## src/include/ahb_params.svh

```systemverilog
`ifndef AHB_PARAMS_SVH
`define AHB_PARAMS_SVH

// **************************************************
// AHB transfer encodings
// **************************************************

// HSIZE code for a 32-bit word
`define SIZ_32BIT 3'b010

// HBURST code for a single transfer
`define BUR_SINGLE 3'b000

// HRESP code for OKAY, the only response this slave gives
`define RESP_OKAY 2'b00

// **************************************************
// memory slave
// **************************************************

// depth in 32-bit words, a power of two
`define MEM_WORDS 64

// extra data-phase cycles per transfer, 0 is allowed
`define WAIT_STATES 2

`endif
```

## src/logic/ahbPkg.sv

```systemverilog
package ahbPkg;

	// **************************************************
	// enums
	// **************************************************

	typedef enum logic [1:0] {
		transIdle   = 2'b00,
		transBusy   = 2'b01,
		transNonseq = 2'b10,
		transSeq    = 2'b11
	} htransE;

	typedef enum logic [2:0] {
		stateIdle  = 3'd0,
		stateRaddr = 3'd1,
		stateRdata = 3'd2,
		stateWaddr = 3'd3,
		stateWdata = 3'd4
	} masterStateE;

	// **************************************************
	// bus structs
	// **************************************************

	typedef struct packed {
		htransE      trans;
		logic        write;
		logic [2:0]  size;
		logic [2:0]  burst;
		logic [3:0]  prot;
		logic [31:0] addr;
	} ahbAddrCtrl; // address phase, 45 bits

	typedef struct packed {
		logic        ready;
		logic [1:0]  resp;
		logic [31:0] rdata;
	} ahbSlaveResp; // 35 bits

	typedef struct packed {
		logic        read;
		logic        write;
		logic        enable;
		logic [31:0] address;
		logic [31:0] writeData;
	} localReq; // 67 bits

endpackage

```

## src/logic/ahbSubsystem.sv

```systemverilog
`timescale 1ns/1ns

module ahbSubsystem (
	input  logic            clock,
	input  logic            rstN,
	input  ahbPkg::localReq req0,
	input  ahbPkg::localReq req1,
	output logic [31:0]     readData0,
	output logic [31:0]     readData1,
	output logic            ready0,
	output logic            ready1
);

	logic                busReq0;
	logic                busReq1;
	logic                grant0;
	logic                grant1;
	ahbPkg::ahbAddrCtrl  addrCtrl0;
	ahbPkg::ahbAddrCtrl  addrCtrl1;
	logic [31:0]         writeData0;
	logic [31:0]         writeData1;
	ahbPkg::ahbAddrCtrl  busAddrCtrl;
	logic [31:0]         busWriteData;
	ahbPkg::ahbSlaveResp slaveResp;

	// **************************************************
	// masters
	// **************************************************

	ahbMasterPort master0 (
		.clock     (clock),
		.rstN      (rstN),
		.req       (req0),
		.grant     (grant0),
		.resp      (slaveResp),
		.readData  (readData0),
		.ready     (ready0),
		.busReq    (busReq0),
		.addrCtrl  (addrCtrl0),
		.writeData (writeData0)
	);

	ahbMasterPort master1 (
		.clock     (clock),
		.rstN      (rstN),
		.req       (req1),
		.grant     (grant1),
		.resp      (slaveResp),
		.readData  (readData1),
		.ready     (ready1),
		.busReq    (busReq1),
		.addrCtrl  (addrCtrl1),
		.writeData (writeData1)
	);

	// **************************************************
	// arbiter and memory slave
	// **************************************************

	ahbArbiter arbiter (
		.clock        (clock),
		.rstN         (rstN),
		.busReq0      (busReq0),
		.busReq1      (busReq1),
		.addrCtrl0    (addrCtrl0),
		.addrCtrl1    (addrCtrl1),
		.writeData0   (writeData0),
		.writeData1   (writeData1),
		.resp         (slaveResp),
		.grant0       (grant0),
		.grant1       (grant1),
		.busAddrCtrl  (busAddrCtrl),
		.busWriteData (busWriteData)
	);

	ahbSramSlave slave (
		.clock     (clock),
		.rstN      (rstN),
		.addrCtrl  (busAddrCtrl),
		.writeData (busWriteData),
		.resp      (slaveResp)
	);

endmodule

```

## src/logic/ahbSramSlave.sv

```systemverilog
`timescale 1ns/1ns
`include "ahb_params.svh"

module ahbSramSlave (
	input  logic                clock,
	input  logic                rstN,
	input  ahbPkg::ahbAddrCtrl  addrCtrl,
	input  logic [31:0]         writeData,
	output ahbPkg::ahbSlaveResp resp
);

	localparam int idxBits = $clog2(`MEM_WORDS);

	logic [31:0]        mem [`MEM_WORDS];
	logic [idxBits-1:0] wordIdx;
	logic               writeFlag;
	logic               valid;    // a data phase is pending
	logic               waiting;
	logic               addrDone;
	logic               dataDone;

	assign addrDone = (addrCtrl.trans == ahbPkg::transNonseq) && !waiting;
	assign dataDone = valid && !waiting;

	// **************************************************
	// address phase register
	// **************************************************

	always_ff @(posedge clock or negedge rstN) begin
		if (!rstN) begin
			valid <= 1'b0;
			writeFlag <= 1'b0;
			wordIdx <= '0;
		end else if (addrDone) begin
			valid <= 1'b1;
			writeFlag <= addrCtrl.write;
			wordIdx <= addrCtrl.addr[idxBits+1:2]; // upper bits dropped, wraps by depth
		end else if (dataDone) begin
			valid <= 1'b0;
		end
	end

	ahbWaitTimer timer (
		.clock   (clock),
		.rstN    (rstN),
		.load    (addrDone),
		.waiting (waiting)
	);

	// **************************************************
	// memory array
	// **************************************************

	always_ff @(posedge clock) begin
		if (dataDone && writeFlag) begin
			mem[wordIdx] <= writeData;
		end
	end

	always_comb begin
		resp.ready = !waiting;
		resp.resp = `RESP_OKAY;
		resp.rdata = mem[wordIdx]; // read straight from the registered index
	end

endmodule

```

## src/logic/ahbWaitTimer.sv

```systemverilog
`timescale 1ns/1ns
`include "ahb_params.svh"

module ahbWaitTimer (
	input  logic clock,
	input  logic rstN,
	input  logic load,
	output logic waiting
);

	// one spare count keeps the width nonzero when there are no wait states
	localparam int cntBits = $clog2(`WAIT_STATES + 2);

	logic [cntBits-1:0] count;

	always_ff @(posedge clock or negedge rstN) begin
		if (!rstN) begin
			count <= '0;
		end else if (load) begin
			count <= cntBits'(`WAIT_STATES);
		end else if (count != '0) begin
			count <= count - 1'b1;
		end
	end

	assign waiting = (count != '0);

endmodule

```

## src/logic/ahbArbiter.sv

```systemverilog
`timescale 1ns/1ns

module ahbArbiter (
	input  logic                clock,
	input  logic                rstN,
	input  logic                busReq0,
	input  logic                busReq1,
	input  ahbPkg::ahbAddrCtrl  addrCtrl0,
	input  ahbPkg::ahbAddrCtrl  addrCtrl1,
	input  logic [31:0]         writeData0,
	input  logic [31:0]         writeData1,
	input  ahbPkg::ahbSlaveResp resp,
	output logic                grant0,
	output logic                grant1,
	output ahbPkg::ahbAddrCtrl  busAddrCtrl,
	output logic [31:0]         busWriteData
);

	logic owner;     // 0 = master 0 holds the grant
	logic dataOwner; // master in the data phase
	logic busy;
	logic addrDone;
	logic dataDone;
	logic ownerReq;
	logic otherReq;

	assign addrDone = (busAddrCtrl.trans == ahbPkg::transNonseq) && resp.ready;
	assign dataDone = busy && resp.ready;

	assign ownerReq = owner ? busReq1 : busReq0;
	assign otherReq = owner ? busReq0 : busReq1;

	// **************************************************
	// grant and data-phase tracking
	// **************************************************

	always_ff @(posedge clock or negedge rstN) begin
		if (!rstN) begin
			owner <= 1'b0;
			dataOwner <= 1'b0;
			busy <= 1'b0;
		end else begin
			if (!busy && !ownerReq && otherReq) begin
				owner <= ~owner; // hand over to the waiting master
			end
			if (addrDone) begin
				dataOwner <= owner;
				busy <= 1'b1; // a new address phase overrides the clear
			end else if (dataDone) begin
				busy <= 1'b0;
			end
		end
	end

	assign grant0 = ~owner;
	assign grant1 = owner;

	// address phase follows the grant, write data follows the data phase
	assign busAddrCtrl = owner ? addrCtrl1 : addrCtrl0;
	assign busWriteData = dataOwner ? writeData1 : writeData0;

endmodule

```

## src/logic/ahbMasterPort.sv

```systemverilog
`timescale 1ns/1ns
`include "ahb_params.svh"

module ahbMasterPort (
	input  logic                clock,
	input  logic                rstN,
	input  ahbPkg::localReq     req,
	input  logic                grant,
	input  ahbPkg::ahbSlaveResp resp,
	output logic [31:0]         readData,
	output logic                ready,
	output logic                busReq,
	output ahbPkg::ahbAddrCtrl  addrCtrl,
	output logic [31:0]         writeData
);

	ahbPkg::masterStateE state;
	ahbPkg::masterStateE nextState;
	logic                wasIdle; // idle on the previous edge
	logic                startRead;
	logic                startWrite;

	assign ready = (state == ahbPkg::stateIdle);
	assign busReq = req.enable && ready && wasIdle;

	// a transfer starts only from a granted, requesting idle master
	assign startRead = busReq && grant && resp.ready && req.read;
	assign startWrite = busReq && grant && resp.ready && req.write;

	// **************************************************
	// state and idle history
	// **************************************************

	always_ff @(posedge clock or negedge rstN) begin
		if (!rstN) begin
			state <= ahbPkg::stateIdle;
			wasIdle <= 1'b1;
		end else begin
			state <= nextState;
			wasIdle <= ready;
		end
	end

	always_ff @(posedge clock or negedge rstN) begin
		if (!rstN) begin
			readData <= '0;
		end else if (state == ahbPkg::stateRdata && resp.ready) begin
			readData <= resp.rdata; // held until the next read
		end
	end

	always_comb begin
		nextState = state;
		case (state)
			ahbPkg::stateIdle: begin
				if (startRead) begin
					nextState = ahbPkg::stateRaddr; // read wins over write
				end else if (startWrite) begin
					nextState = ahbPkg::stateWaddr;
				end
			end
			ahbPkg::stateRaddr: begin
				if (resp.ready) begin
					nextState = ahbPkg::stateRdata;
				end
			end
			ahbPkg::stateRdata: begin
				if (resp.ready) begin
					nextState = ahbPkg::stateIdle;
				end
			end
			ahbPkg::stateWaddr: begin
				if (resp.ready) begin
					nextState = ahbPkg::stateWdata;
				end
			end
			ahbPkg::stateWdata: begin
				if (resp.ready) begin
					nextState = ahbPkg::stateIdle;
				end
			end
			default: begin
				nextState = ahbPkg::stateIdle;
			end
		endcase
	end

	// **************************************************
	// bus outputs
	// **************************************************

	always_comb begin
		addrCtrl = '0;
		addrCtrl.trans = ahbPkg::transIdle;
		writeData = '0;
		case (state)
			ahbPkg::stateRaddr, ahbPkg::stateWaddr: begin
				addrCtrl.trans = ahbPkg::transNonseq;
				addrCtrl.write = (state == ahbPkg::stateWaddr);
				addrCtrl.size = `SIZ_32BIT;
				addrCtrl.burst = `BUR_SINGLE;
				addrCtrl.addr = req.address;
			end
			ahbPkg::stateWdata: begin
				writeData = req.writeData;
			end
			default: begin
				writeData = '0; // idle and read data phase drive nothing
			end
		endcase
	end

endmodule

```

## config.mk

```make
export PLATFORM = sky130hd
export DESIGN_NAME = ahbSubsystem
export DESIGN_NICKNAME = d
export VERILOG_FILES = /design/src/logic/ahbPkg.sv /design/src/logic/ahbSubsystem.sv /design/src/logic/ahbSramSlave.sv /design/src/logic/ahbWaitTimer.sv /design/src/logic/ahbArbiter.sv /design/src/logic/ahbMasterPort.sv
export VERILOG_INCLUDE_DIRS = /design/src /design/src/include
export SDC_FILE = /design/constraint.sdc
export NUM_CORES = 2
export LEC_CHECK = 0
export ABC_AREA = 1
export BUFFER_PORTS_ARGS = -buffer_cell sky130_fd_sc_hd__buf_4
export CORE_ASPECT_RATIO = 0.7
export CORE_MARGIN = 5
export CORE_UTILIZATION = 28
export CTS_BUF_LIST = sky130_fd_sc_hd__clkbuf_2
export CTS_CLUSTER_SIZE = 40
export DETAILED_ROUTE_END_ITERATION = 16
export GPL_TIMING_DRIVEN = 0
export SETUP_SLACK_MARGIN = 0.4
export SLEW_MARGIN = 20
export SYNTH_ARGS = -nofsm -noshare
export SYNTH_HDL_FRONTEND = slang
export SYNTH_SLANG_ARGS = --single-unit
```

## constraint.sdc

```tcl
create_clock -name clock -period 12.55 [get_ports clock]
set_input_delay 3.765 -clock clock [delete_from_list [all_inputs] [get_ports clock]]
set_output_delay 3.765 -clock clock [all_outputs]
set_load 0.005 [all_outputs]
```

==> results.yml <==
outcome:
  result_of_the_run: "completed"
timing:
  max_freq_mhz: 156.0
  timing_max_transition_violations_final: 0
  holdWs_ps: 482.8
  tns_ps: 0
  finalSetupViolCount: 0
  finalWorstPathRequiredPeriod_ps: 6411
  worstMarginPinSlew_ps: 1105
  worst_slew_margin_rel_pct: 25.92
  finalClockSkew_ps: 206.0
  setup_repair_after_global_routing_missed_its_margin: "no"
  final_hold_viol_count: 0
  min_period_over_period_pct: 51.08
clock_tree:
  numCtsBuffers: 542
  tritoncts: "yes"
  clock_insertion_delay_worst_skew_ps: 1710
  cts.htree.levels: 6
  clkTransAtPathRegs_ps: 80
  max-clock-path-buffers: 4
  clock-root-buffer: "sky130_fd_sc_hd__clkbuf_2"
  ctsHoldBuffers: 0
  post_cts.repair.setup_buffers: 0
  cts_resized: 0
  clock_sink_count: 2133
setup_path:
  critPathRequiredTime_ps: 8780
  worstPathMaxFanout: 5
  critical_path.slowest_cell: "sky130_fd_sc_hd__dfrtp_1"
  worst_ep_arrival_time_ps: 2650
  critical_path_class: "reg -> out"
  end_kind: "output pin"
  timing.critical_path.cells: "inv_1 > nand3_1 > inv_1 > buf_4"
  timing.critical_path.mode_cell: "sky130_fd_sc_hd__inv_1"
  reg2reg_setup_slack_ps: 8110
  worstSetupStartpointType: "register"
  crit_path_max_incr_delay_ps: 400
floorplan:
  chipWidth_um: 687.3
  coreArea_mm2: 0.3205
  rows: 174
  die_h_um: 484.1
  dieArea_mm2: 0.3327
  io_pins: 202
  start_util_pct: 28.06
placed_design:
  io_buffer_count: 149
  gp_routability_congestion: 0.9360
  placed_cells: 13550
  hpwl_um: 228400
routing:
  drc_violations_left: 0
  ant_nets: 0
  postRouteWirelength_um: 316100
  dr.pass1.iters: 6
  wl_per_cell_um: 21.85
  vias: 67580
  drtIter0Drc: 9808
  post_drt_via_cell_ratio: 4.672
logic_synthesis:
  synth-edff-count: 2048
  synth.top_cells.by_area: "sky130_fd_sc_hd__edfxtp_1 68%, sky130_fd_sc_hd__nand2_1 25%, sky130_fd_sc_hd__dfrtp_1 2.3%, sky130_fd_sc_hd__buf_2 1.3%, sky130_fd_sc_hd__nor2_1 0.66%"
  synth-warning-count: 0
  area_share_of_xor_xnor_cells_in_the_synthesized_design_pct: 0
  syn_nets: 9043
  synth_top_area_cell: "sky130_fd_sc_hd__edfxtp_1"
  postSynthAreaPerCell_um2: 10.10
  ys_top_cells_by_count: "5959 x sky130_fd_sc_hd__nand2_1, 2048 x sky130_fd_sc_hd__edfxtp_1, 237 x sky130_fd_sc_hd__buf_2"
  synth_top_family_by_area: "simple AND/OR/NAND/NOR gates"
  synthesized_area_fraction_occupied_by_ao_oa_aoi_and_oai_cells_pct: 0.4342
  synth-adder-area-share_pct: 0.01392
  synth-seq-area-share_pct: 70.77
  synth_mux_area_share_pct: 0
  yosysTopAreaCellShare_pct: 68.40
  dominantRegCellSynth: "sky130_fd_sc_hd__edfxtp_1"
  async_reset_ff_share_pct: 3.985
  synth_simple_gate_area_share_pct: 26.07
  synthMostInstantiatedCell: "sky130_fd_sc_hd__nand2_1"
  combined_area_of_all_synthesized_cells_mm2: 0.08991
  synth.ff_latch_count: 2133
  synthesis.instances: 8906
  yosys.cell_types.count: 31
pwr:
  total_power_uw: 22870
  power_leakage_uw: 0.04548
  power_density_mw_per_mm2: 214.5
  ir_worst_vdd_mv: 0.1180
global_routing:
  gr-usage-all-layers_pct: 18.24
  globalRoute.totalOverflow: 0
  grt_pass1_vias: 61470
  grt_max_degree: 86
  global_route_wire_length_before_repair_um: 441700
  antenna_violations_before_repair: 35
finish:
  num-nets-final: 9917
  layout-drive-gt1-share_pct: 15.54
  finish.cell_count_without_fillers: 14470
  areaGrowthSynthToFinish_pct: 18.55
run:
  max_cap_viol_count: 0
min_path:
  hp-class: "reg -> reg"
## cell usage in the layout, fill, tap and decap left out, types with 6 or more instances in the layout
master,instances
sky130_fd_sc_hd__a21oi_1,6
sky130_fd_sc_hd__a31oi_1,6
sky130_fd_sc_hd__buf_1,25
sky130_fd_sc_hd__buf_12,61
sky130_fd_sc_hd__buf_16,115
sky130_fd_sc_hd__buf_2,237
sky130_fd_sc_hd__buf_4,199
sky130_fd_sc_hd__buf_6,15
sky130_fd_sc_hd__bufinv_16,15
sky130_fd_sc_hd__clkbuf_1,115
sky130_fd_sc_hd__clkbuf_2,786
sky130_fd_sc_hd__clkinv_1,74
sky130_fd_sc_hd__clkinvlp_4,8
sky130_fd_sc_hd__dfrtp_1,83
sky130_fd_sc_hd__diode_2,22
sky130_fd_sc_hd__edfxtp_1,2048
sky130_fd_sc_hd__inv_1,43
sky130_fd_sc_hd__inv_2,16
sky130_fd_sc_hd__nand2_1,5959
sky130_fd_sc_hd__nand3_1,66
sky130_fd_sc_hd__nand4_1,7
sky130_fd_sc_hd__nor2_1,90
sky130_fd_sc_hd__nor2_4,64
sky130_fd_sc_hd__o21ai_0,10
sky130_fd_sc_hd__o21ai_1,6
sky130_fd_sc_hd__o21ai_4,32
## critical path: cells and delay by family, from the launching register on
kind	cells	cell delay (ps)
simple gates	1	200
flops	1	400
buf+inv	3	440
## stage by stage
stage	utilization (%)	worst slack (ps)	instance area (um^2)
2_1_floorplan	-	5501	89920
3_3_place_gp	30.09	-2548	96430
3_5_place_dp	31.75	7292	101800
4_1_cts	33.24	5862	106500
5_1_grt	33.25	5870	106500
6_report	33.26	6139	106600
## sequential cells by signal (all words and copies together), names as in the netlist, 2 cells and up
register           count
slave.timer.count      2
master0.state          3
master1.readData      32
master0.readData      32
slave.wordIdx          6
master1.state          3
slave.mem           2048
## cell families after synthesis
family | after synthesis
AND/OR/NAND/NOR | 6205
adder cells (fa/ha/maj) | 1
AO/OA/AOI/OAI | 71
flip-flops | 2133
buffers and inverters | 496
## power by group
group          internal, uW  leakage [uW]  switching [uW]  total, uW
Clock                  1940       0.00364            2940       4890
Combinational          2400        0.0219            7060       9450
Sequential             8420        0.0199             104       8530
## area by class of cell
type | instances | area [um^2]
diodes | 22 | 55.05
plain buffers | 449 | 2280
clock buffers | 776 | 3884
clock inverters | 119 | 897.1
fillers | 32740 | 213900
inverters | 47 | 178.9
multi-input cells | 6277 | 24720
flip-flops and latches | 2133 | 63630
well taps | 4312 | 5395
repair buffers | 330 | 5562
## metal layers
metal	global-route usage (%)	vias to the layer above	part of all wire, %
li1	-	30900	-
met1	27.13	31910	43
met2	23.99	4188	39
met3	6.805	554	15
met4	6.102	26	3.3
met5	0	-	0.060
## worst paths after layout
kind / start / end / cells past startpoint
worst max-delay path: master0.state[1]$_DFFE_PN0P_ / ready0 / 4
worst min-delay path: master1.readData[15]$_DFFE_PN0P_ / master1.readData[15]$_DFFE_PN0P_ / 2
worst max register to register: slave.wordIdx[3]$_DFFE_PN0P_ / slave.mem[26][16]$_DFFE_PP_ / 6
worst min register to register: master1.readData[15]$_DFFE_PN0P_ / master1.readData[15]$_DFFE_PN0P_ / 2
max in group asynchronous: rstN / master0.readData[3]$_DFFE_PN0P_ / 1
min in group asynchronous: rstN / slave.valid$_DFFE_PN0P_ / 1
Power figures use the tool's default switching activity.
